[src/verilog/ascon_fetch_pkg.sv]
package ascon_fetch_pkg;

    localparam int ADDR_WIDTH       = 16;
    localparam int WORD_WIDTH       = 32;
    localparam int LANE_WIDTH       = 64;
    localparam int NUM_LANES        = 5;
    localparam int PATCH_WIDTH      = NUM_LANES * LANE_WIDTH;
    localparam int NUM_REDIRECTS    = 11;
    localparam int REDIR_ADDR_WIDTH = 14;
    localparam int REDIR_TAG_WIDTH  = 12;
    localparam int PB_ROUNDS        = 6;

    localparam logic [REDIR_TAG_WIDTH-1:0] REDIR_TAG = 12'hfff;

    // Last six constants of the twelve-round schedule
    localparam logic [0:PB_ROUNDS-1][7:0] ROUND_CONSTS = {
        8'h96, 8'h87, 8'h78, 8'h69, 8'h5a, 8'h4b
    };

    // Lane 0 sits in the most significant bits
    typedef logic [0:NUM_LANES-1][LANE_WIDTH-1:0] ascon_state_t;

    // State after keyed initialisation
    localparam ascon_state_t STATE_INIT = {
        64'h32def87181d97180,
        64'h5e08195f024d70a5,
        64'h470c5742d5b5e50e,
        64'hc9c0ab2425b50d55,
        64'h8dc8253a813db70c
    };

    typedef enum logic [1:0] {
        PATCH_NULL = 2'd0,
        PATCH_IF   = 2'd1,
        PATCH_ID   = 2'd2,
        PATCH_EX   = 2'd3
    } patch_sel_e;

    typedef enum logic {
        ENG_IDLE = 1'b0,
        ENG_RUN  = 1'b1
    } engine_state_e;

    typedef struct packed {
        logic [REDIR_ADDR_WIDTH-1:0] src_word;
        logic [REDIR_ADDR_WIDTH-1:0] dst_word;
    } redirect_entry_t;

    // Entry 0 directly below the tag
    typedef struct packed {
        logic [REDIR_TAG_WIDTH-1:0]             tag;
        redirect_entry_t [0:NUM_REDIRECTS-1]    entries;
    } patch_t;

    typedef struct packed {
        logic [ADDR_WIDTH-1:0] addr;
        logic [WORD_WIDTH-1:0] cipher;
        patch_t                patch;
        logic                  init_state;
        logic                  apply_patch;
        patch_sel_e            sel_patch;
    } fetch_req_t;

    typedef struct packed {
        logic [WORD_WIDTH-1:0] plain;
        logic                  redirect_hit;
        logic [ADDR_WIDTH-1:0] redirect_addr;
        logic                  redirect_tag;
    } fetch_rsp_t;

endpackage

[src/verilog/ascon_fetch_top.sv]
`timescale 1ns/1ps

module ascon_fetch_top (
    input  logic                        clk_core_slow_i,
    input  logic                        rst_ni,
    input  ascon_fetch_pkg::fetch_req_t req_i,
    input  logic                        req_valid_i,
    output logic                        req_ready_o,
    output ascon_fetch_pkg::fetch_rsp_t rsp_o,
    output logic                        rsp_valid_o,
    input  logic                        rsp_ready_i
);
    import ascon_fetch_pkg::*;

    logic         accept;
    logic         engine_busy;
    ascon_state_t engine_state;
    ascon_state_t absorb_state;
    patch_t       sel_patch;
    fetch_rsp_t   redirect;

    patch_pipeline i_patch_pipeline (
        .clk_core_slow_i (clk_core_slow_i),
        .rst_ni          (rst_ni),
        .shift_i         (accept),
        .patch_i         (req_i.patch),
        .sel_patch_i     (req_i.sel_patch),
        .addr_i          (req_i.addr),
        .patch_o         (sel_patch),
        .redirect_o      (redirect)
    );

    keystream_engine i_keystream_engine (
        .clk_core_slow_i (clk_core_slow_i),
        .rst_ni          (rst_ni),
        .load_i          (accept),
        .absorb_state_i  (absorb_state),
        .state_o         (engine_state),
        .busy_o          (engine_busy)
    );

    fetch_decryptor i_fetch_decryptor (
        .clk_core_slow_i (clk_core_slow_i),
        .rst_ni          (rst_ni),
        .req_i           (req_i),
        .req_valid_i     (req_valid_i),
        .req_ready_o     (req_ready_o),
        .rsp_o           (rsp_o),
        .rsp_valid_o     (rsp_valid_o),
        .rsp_ready_i     (rsp_ready_i),
        .state_i         (engine_state),
        .busy_i          (engine_busy),
        .patch_i         (sel_patch),
        .redirect_i      (redirect),
        .accept_o        (accept),
        .absorb_state_o  (absorb_state)
    );

endmodule

[src/verilog/ascon_round.sv]
`timescale 1ns/1ps

module ascon_round (
    input  ascon_fetch_pkg::ascon_state_t state_i,
    input  logic [7:0]                    round_const_i,
    output ascon_fetch_pkg::ascon_state_t state_o
);
    import ascon_fetch_pkg::*;

    function automatic logic [LANE_WIDTH-1:0] rotr(
        input logic [LANE_WIDTH-1:0] x,
        input int unsigned           n
    );
        rotr = (x >> n) | (x << (LANE_WIDTH - n));
    endfunction

    logic [LANE_WIDTH-1:0] x0, x1, x2, x3, x4;
    logic [LANE_WIDTH-1:0] t0, t1, t2, t3, t4;

    always_comb begin
        x0 = state_i[0];
        x1 = state_i[1];
        // Constant addition on lane 2
        x2 = state_i[2] ^ {{(LANE_WIDTH-8){1'b0}}, round_const_i};
        x3 = state_i[3];
        x4 = state_i[4];

        // Bitsliced 5-bit S-box
        x0 = x0 ^ x4;
        x4 = x4 ^ x3;
        x2 = x2 ^ x1;

        t0 = ~x0 & x1;
        t1 = ~x1 & x2;
        t2 = ~x2 & x3;
        t3 = ~x3 & x4;
        t4 = ~x4 & x0;

        x0 = x0 ^ t1;
        x1 = x1 ^ t2;
        x2 = x2 ^ t3;
        x3 = x3 ^ t4;
        x4 = x4 ^ t0;

        x1 = x1 ^ x0;
        x0 = x0 ^ x4;
        x3 = x3 ^ x2;
        x2 = ~x2;
    end

    // Linear diffusion with two rotations per lane
    assign state_o[0] = x0 ^ rotr(x0, 19) ^ rotr(x0, 28);
    assign state_o[1] = x1 ^ rotr(x1, 61) ^ rotr(x1, 39);
    assign state_o[2] = x2 ^ rotr(x2, 1) ^ rotr(x2, 6);
    assign state_o[3] = x3 ^ rotr(x3, 10) ^ rotr(x3, 17);
    assign state_o[4] = x4 ^ rotr(x4, 7) ^ rotr(x4, 41);

endmodule

[src/verilog/fetch_decryptor.sv]
`timescale 1ns/1ps

module fetch_decryptor (
    input  logic                          clk_core_slow_i,
    input  logic                          rst_ni,
    input  ascon_fetch_pkg::fetch_req_t   req_i,
    input  logic                          req_valid_i,
    output logic                          req_ready_o,
    output ascon_fetch_pkg::fetch_rsp_t   rsp_o,
    output logic                          rsp_valid_o,
    input  logic                          rsp_ready_i,
    input  ascon_fetch_pkg::ascon_state_t state_i,
    input  logic                          busy_i,
    input  ascon_fetch_pkg::patch_t       patch_i,
    input  ascon_fetch_pkg::fetch_rsp_t   redirect_i,
    output logic                          accept_o,
    output ascon_fetch_pkg::ascon_state_t absorb_state_o
);
    import ascon_fetch_pkg::*;

    ascon_state_t          base_state;
    ascon_state_t          patched_state;
    logic [WORD_WIDTH-1:0] plain;
    fetch_rsp_t            rsp_d;
    fetch_rsp_t            rsp_q;
    logic                  rsp_valid_q;

    assign base_state    = req_i.init_state ? STATE_INIT : state_i;
    assign patched_state = req_i.apply_patch ? (base_state ^ patch_i) : base_state;

    // Keystream word is the upper half of lane 0
    assign plain = patched_state[0][LANE_WIDTH-1:LANE_WIDTH-WORD_WIDTH] ^ req_i.cipher;

    always_comb begin
        absorb_state_o = patched_state;
        absorb_state_o[0][LANE_WIDTH-1:LANE_WIDTH-WORD_WIDTH] = req_i.cipher;
    end

    always_comb begin
        rsp_d       = redirect_i;
        rsp_d.plain = plain;
    end

    assign req_ready_o = !busy_i && (!rsp_valid_q || rsp_ready_i);
    assign accept_o    = req_valid_i && req_ready_o;

    always_ff @(posedge clk_core_slow_i or negedge rst_ni) begin
        if (!rst_ni) begin
            rsp_valid_q <= 1'b0;
        end else if (accept_o) begin
            rsp_valid_q <= 1'b1;
        end else if (rsp_ready_i) begin
            rsp_valid_q <= 1'b0;
        end
    end

    always_ff @(posedge clk_core_slow_i) begin
        if (accept_o) begin
            rsp_q <= rsp_d;
        end
    end

    assign rsp_o       = rsp_q;
    assign rsp_valid_o = rsp_valid_q;

    a_rsp_stable: assert property (
        @(posedge clk_core_slow_i) disable iff (!rst_ni)
        rsp_valid_o && !rsp_ready_i |=> rsp_valid_o && $stable(rsp_o)
    ) else $error("response changed under back-pressure");

endmodule

[src/verilog/keystream_engine.sv]
`timescale 1ns/1ps

module keystream_engine (
    input  logic                          clk_core_slow_i,
    input  logic                          rst_ni,
    input  logic                          load_i,
    input  ascon_fetch_pkg::ascon_state_t absorb_state_i,
    output ascon_fetch_pkg::ascon_state_t state_o,
    output logic                          busy_o
);
    import ascon_fetch_pkg::*;

    engine_state_e eng_state_q;
    logic [2:0]    rnd_cnt_q;
    ascon_state_t  state_q;
    ascon_state_t  round_state;

    ascon_round i_ascon_round (
        .state_i       (state_q),
        .round_const_i (ROUND_CONSTS[rnd_cnt_q]),
        .state_o       (round_state)
    );

    // One round per cycle after the absorbed state is loaded
    always_ff @(posedge clk_core_slow_i or negedge rst_ni) begin
        if (!rst_ni) begin
            eng_state_q <= ENG_IDLE;
            rnd_cnt_q   <= '0;
            state_q     <= STATE_INIT;
        end else begin
            case (eng_state_q)
                ENG_IDLE: begin
                    if (load_i) begin
                        state_q     <= absorb_state_i;
                        rnd_cnt_q   <= '0;
                        eng_state_q <= ENG_RUN;
                    end
                end
                ENG_RUN: begin
                    state_q <= round_state;
                    if (rnd_cnt_q == 3'(PB_ROUNDS - 1)) begin
                        rnd_cnt_q   <= '0;
                        eng_state_q <= ENG_IDLE;
                    end else begin
                        rnd_cnt_q <= rnd_cnt_q + 3'd1;
                    end
                end
                default: eng_state_q <= ENG_IDLE;
            endcase
        end
    end

    assign state_o = state_q;
    assign busy_o  = (eng_state_q == ENG_RUN);

    // The decryptor must hold off new fetches until the permutation is done
    a_no_load_when_busy: assert property (
        @(posedge clk_core_slow_i) disable iff (!rst_ni) busy_o |-> !load_i
    ) else $error("load while engine busy");

    a_round_cnt_range: assert property (
        @(posedge clk_core_slow_i) disable iff (!rst_ni) rnd_cnt_q < 3'(PB_ROUNDS)
    ) else $error("round counter out of range");

endmodule

[src/verilog/patch_pipeline.sv]
`timescale 1ns/1ps

module patch_pipeline (
    input  logic                                clk_core_slow_i,
    input  logic                                rst_ni,
    input  logic                                shift_i,
    input  ascon_fetch_pkg::patch_t             patch_i,
    input  ascon_fetch_pkg::patch_sel_e         sel_patch_i,
    input  logic [ascon_fetch_pkg::ADDR_WIDTH-1:0] addr_i,
    output ascon_fetch_pkg::patch_t             patch_o,
    output ascon_fetch_pkg::fetch_rsp_t         redirect_o
);
    import ascon_fetch_pkg::*;

    patch_t patch_if_q;
    patch_t patch_id_q;
    patch_t patch_ex_q;

    // Stages advance together with each accepted fetch
    always_ff @(posedge clk_core_slow_i or negedge rst_ni) begin
        if (!rst_ni) begin
            patch_if_q <= '0;
            patch_id_q <= '0;
            patch_ex_q <= '0;
        end else if (shift_i) begin
            patch_if_q <= patch_i;
            patch_id_q <= patch_if_q;
            patch_ex_q <= patch_id_q;
        end
    end

    always_comb begin
        case (sel_patch_i)
            PATCH_NULL: patch_o = '0;
            PATCH_IF:   patch_o = patch_if_q;
            PATCH_ID:   patch_o = patch_id_q;
            PATCH_EX:   patch_o = patch_ex_q;
            default:    patch_o = '0;
        endcase
    end

    // Walk from the top entry down so the lowest matching index wins
    always_comb begin
        redirect_o = '0;
        for (int i = NUM_REDIRECTS - 1; i >= 0; i--) begin
            if (patch_id_q.entries[i].src_word == addr_i[ADDR_WIDTH-1:2]) begin
                redirect_o.redirect_hit  = 1'b1;
                redirect_o.redirect_addr = {patch_id_q.entries[i].dst_word, 2'b00};
            end
        end
        redirect_o.redirect_tag = (patch_id_q.tag == REDIR_TAG);
    end

endmodule
[config.mk]
export PLATFORM = sky130hd
export DESIGN_NAME = ascon_fetch_top
export DESIGN_NICKNAME = d
export VERILOG_FILES = /design/src/verilog/ascon_fetch_pkg.sv /design/src/verilog/ascon_fetch_top.sv /design/src/verilog/ascon_round.sv /design/src/verilog/fetch_decryptor.sv /design/src/verilog/keystream_engine.sv /design/src/verilog/patch_pipeline.sv
export SDC_FILE = /design/constraint.sdc
export NUM_CORES = 2
export LEC_CHECK = 0
export ABC_AREA = 1
export BUFFER_PORTS_ARGS = -buffer_cell sky130_fd_sc_hd__buf_2
export CELL_PAD_IN_SITES_DETAIL_PLACEMENT = 2
export CELL_PAD_IN_SITES_GLOBAL_PLACEMENT = 2
export CORE_MARGIN = 5
export CORE_UTILIZATION = 37
export DETAILED_ROUTE_END_ITERATION = 7
export PLACE_DENSITY_LB_ADDON = 0.1
export SETUP_SLACK_MARGIN = 0.3
export SYNTH_ARGS = -nofsm -noshare
export SYNTH_HDL_FRONTEND = slang
export SYNTH_SLANG_ARGS = --single-unit
[constraint.sdc]
create_clock -name clk_core_slow_i -period 2.51 [get_ports clk_core_slow_i]
set_input_delay 0.502 -clock clk_core_slow_i [delete_from_list [all_inputs] [get_ports clk_core_slow_i]]
set_output_delay 0.502 -clock clk_core_slow_i [all_outputs]
set_load 0.005 [all_outputs]
==> run summary, run 1 <==
run status = did not finish
Last stage = 4_1_cts
first error = [ERROR DPL-0033] detailed placement checks failed during check placement.
cts repair resizes = 2173
Post-synth EDFFs = 48
Placer Congestion = 1.063
die height = 482.0 µm
Distinct cells, synth = 55
ys flop type = dfrtp_1
Cell Rows = 173
pre-CTS setup slack = -0.6173 ns
mean post-synth cell area = 7.673 µm²
die width = 482.0 µm
Syn Inst Count = 10745
Num Clock Sinks = 1333
# IOs = 428
# port buffers = 423
Longest Clk Path Bufs = 3
CTS Hold Buffers Added = 312
Initial Util = 37.12%
flops & latches, synth = 1333
Synth Cell Area = 82440 µm²
Post-DP HPWL = 498500 µm
Synthesis Warnings = 0
Root Buffer = clkbuf_16
register area share after synthesis = 40.97%
Setup Buffers After CTS = 297
H-Tree Depth = 4
Post-synth ARST share = 96.40%
Inserted Clock Buffers = 166
-- logic make-up after synthesis --
| family | after synthesis | synth area share [%] |
|---|---|---|
| AND/OR/NAND/NOR | 4402 | 21.06 |
| AO/OA/AOI/OAI | 2257 | 15.90 |
| buffers and inverters | 1632 | 7.807 |
| flip-flops | 1333 | 40.97 |
| XOR/XNOR | 992 | 12.31 |
| adder cells (fa/ha/maj) | 128 | 1.943 |
| other | 1 | 0.004549 |
-- cell usage after synthesis, types with 7 or more instances --
cell type / n / area (µm²)
o221ai_1: 215 / 1883
nand2_1: 3569 / 13400
xor2_4: 19 / 523.0
clkinv_1: 7 / 26.28
ha_1: 128 / 1602
nor2_1: 428 / 1607
buf_2: 133 / 665.6
clkbuf_1: 347 / 1303
xor2_1: 524 / 4589
dfstp_2: 145 / 3810
a21o_1: 19 / 142.6
xor2_2: 107 / 1740
o21ai_0: 1231 / 6161
nor3_2: 11 / 110.1
edfxtp_1: 48 / 1441
o22ai_1: 13 / 81.33
nand3_1: 197 / 986.0
dfrtp_1: 1140 / 28530
xnor2_2: 28 / 455.4
nand4_1: 68 / 425.4
a31oi_1: 102 / 638.1
a22oi_1: 161 / 1209
buf_1: 65 / 244.0
nand2_2: 41 / 256.5
xnor2_1: 309 / 2706
buf_4: 16 / 120.1
o211ai_1: 83 / 623.1
inv_1: 992 / 3724
nor2_2: 24 / 150.1
buf_6: 7 / 78.83
o2bb2ai_1: 9 / 78.83
a21oi_1: 278 / 1391
a22o_1: 31 / 271.5
inv_2: 61 / 229.0
o21ai_1: 101 / 505.5
nor3_1: 27 / 135.1
-- per-stage QoR --
step / util [%] / cell area (µm²) / instances / hold WS (ns)
floorplan: - / 82490 / 10746 / 0.2064
global placement: 46.55 / 103400 / 15531 / 0.4615
detailed placement: 46.55 / 103400 / 15531 / 0.4742
==> run 2: changes to the inputs <==
Settings changed: CELL_PAD_IN_SITES_DETAIL_PLACEMENT 2 to unset, CELL_PAD_IN_SITES_GLOBAL_PLACEMENT 2 to unset, CORE_UTILIZATION 37 to 30, PLACE_DENSITY_LB_ADDON 0.1 to 0.15, SETUP_SLACK_MARGIN 0.3 to unset.
==> run summary, run 2 <==
setup clock skew after layout = 0.1038 ns
die height = 534.2 µm (was 482.0 µm)
Placer Congestion = 1.045 (was 1.063)
ranking of synthesized cells by area = dfrtp_1, nand2_1, o21ai_0 (unchanged)
# port buffers = 423 (unchanged)
drt first-iter violations = 10630
H-Tree Depth = 4 (unchanged)
die area = 285400 µm²
setup TNS = -0.1366 ns
reg-to-reg slack, setup = -0.05 ns
Post-synth EDFFs = 48 (unchanged)
number of remaining DRC errors = 0
Initial DRT Pass Iterations = 6
Slew HR = 40.33%
Longest Clk Path Bufs = 4 (was 3)
CP Data Required Time = 3.25 ns
Worst-Margin Slew = 0.8951 ns
Final WS setup = -0.05182 ns
run status = finished with violations (was did not finish)
Post-synth ARST share = 96.40% (unchanged)
gr ovfl total = 0
Inserted Clock Buffers = 174 (was 166)
Slew Viols, Final = 0
Worst Hold Class = input pin to flop
vias in the first global route = 82654
commonest non-fill, non-tap cell in the layout = nand2_1
Num Clock Sinks = 1333 (unchanged)
most frequent cell after synthesis = nand2_1 (unchanged)
Setup Viol. Count Final = 6
Synthesis Warnings = 0 (unchanged)
# IOs = 428 (unchanged)
final hold viol count = 0
pin count of the biggest net entering global routing = 150
Routed wire per std cell = 31.24 µm
register area share after synthesis = 40.97% (unchanged)
reg-to-reg startpoint = i_keystream_engine.rnd_cnt_q[1]
Worst setup EP type = flop
post-layout min period = 2.562 ns
Worst setup startpoint = i_keystream_engine.rnd_cnt_q[1]
clk slew on worst S/H paths = 0.06 ns
Seq. cell area = 33810 µm²
HP Start = req_i[335]
Commonest cells post-synth = nand2_1, o21ai_0, dfrtp_1 (unchanged)
MaxCap Viol Count = 0
leading area contributor after synthesis = dfrtp_1 (unchanged)
flops & latches, synth = 1333 (unchanged)
initial antenna violation count = 45
Crit Path Class = flop to flop
worst-path fanout max = 3
share of cells above drive strength 1 = 25.40%
Synth Cell Area = 82440 µm² (unchanged)
fill count = 27837
mean post-synth cell area = 7.673 µm² (unchanged)
vias per cell = 5.204
kind of launch point of the worst setup path = flop
Root Buffer = clkbuf_16 (unchanged)
CP arrival = 3.30 ns
nets = 13495
first-pass GRT wire length = 702000 µm
die width = 534.2 µm (was 482.0 µm)
pre-CTS setup slack = -0.6976 ns (was -0.6173 ns)
Final Util = 42.11%
CTS tree = yes
Antenna Nets Post-Route = 0
via count = 87096
core area = 273600 µm²
Syn Inst Count = 10745 (unchanged)
fmax = 390.3 MHz
most frequent cells in the layout = nand2_1, buf_4, o21ai_0
Total Wirelength = 522800 µm
gr usage total = 35.54%
Initial Util = 30.13% (was 37.12%)
multi-input combinational cell area = 44050 µm²
RSZ-0062 raised after global routing = true
Post-DP HPWL = 428200 µm (was 498500 µm)
Distinct cells, synth = 55 (unchanged)
synth-to-layout area growth = 39.75%
Synth top area share = 34.60% (unchanged)
Cell Rows = 192 (was 173)
failing checks = setup timing
ys flop type = dfrtp_1 (unchanged)
worst-skew pair later-pin latency = 0.93 ns
Final period util = 102.1%
final hold slack = 0.08103 ns
[run 2: cell counts after synthesis]
Identical to the previous run, type by type.
[run 2: per-layer routing]
layer	wire [µm]	track usage [%]	up-vias
met5	80	0	-
met4	41560	22.21	12
met3	38330	5.966	819
met2	219000	52.59	3982
met1	223800	48.27	43216
li1	-	-	39067
[run 2: worst paths after layout]
check / end / cells past startpoint
max in group asynchronous: i_keystream_engine.state_o[126] / 4
setup reg to reg: i_keystream_engine.state_o[124] / 12
hold reg to reg: i_patch_pipeline.patch_ex_q[158] / 2
setup / recovery: i_keystream_engine.state_o[124] / 12
min in group asynchronous: i_patch_pipeline.patch_ex_q[319] / 2
hold / removal: i_keystream_engine.state_o[299] / 5
[run 2: worst max-delay path, cell delays in order, from the launching register on]
cell,delay (ns)
dfrtp_1,0.41
nor2_4,0.16
buf_12,0.14
xor2_4,0.17
buf_6,0.17
ha_4,0.22
xor2_4,0.21
xor2_4,0.25
xor2_1,0.17
buf_4,0.16
xor2_1,0.15
nand2_1,0.08
a22oi_1,0.18
[run 2: logic make-up after synthesis]
group           count (synthesis)  share of synthesized area (%)
other cells                     1                       0.004549
compound gates               2257                          15.90
simple gates                 4402                          21.06
buf+inv                      1632                          7.807
fa+ha+maj                     128                          1.943
flops                        1333                          40.97
xor+xnor                      992                          12.31
[run 2: stage by stage]
| step | cell area (µm²) | std cells |
|---|---|---|
| 2_1_floorplan | 82450 | 10746 |
| 3_3_place_gp | 103500 | 16033 |
| 3_5_place_dp | 103500 | 16033 |
| 4_1_cts | 113800 | 16700 |
| 5_1_grt | 115200 | 16722 |
| 6_report | 115200 | 16735 |
[run 2: timing repair]
item	in CTS	in global routing
resized for setup	149	241
hold buffers	323	0
pin swaps	45	94
setup endpoints to repair	89	135
buffers inserted	31	28
hold endpoints to repair	646	0
[run 2: layout make-up]
| type | count | area share [%] |
|---|---|---|
| timing repair buffer | 2641 | 19.76 |
| multi-input combinational | 7781 | 38.24 |
| tap | 3589 | 3.898 |
| clock buffer | 253 | 4.448 |
| clock inverter | 64 | 0.7635 |
| antenna | 14 | 0.03041 |
| inverter | 1060 | 3.518 |
| sequential | 1333 | 29.34 |
Power of run 2 is not shown: default switching activity piles up to over one toggle a cycle in this logic, so the estimate is an artifact.
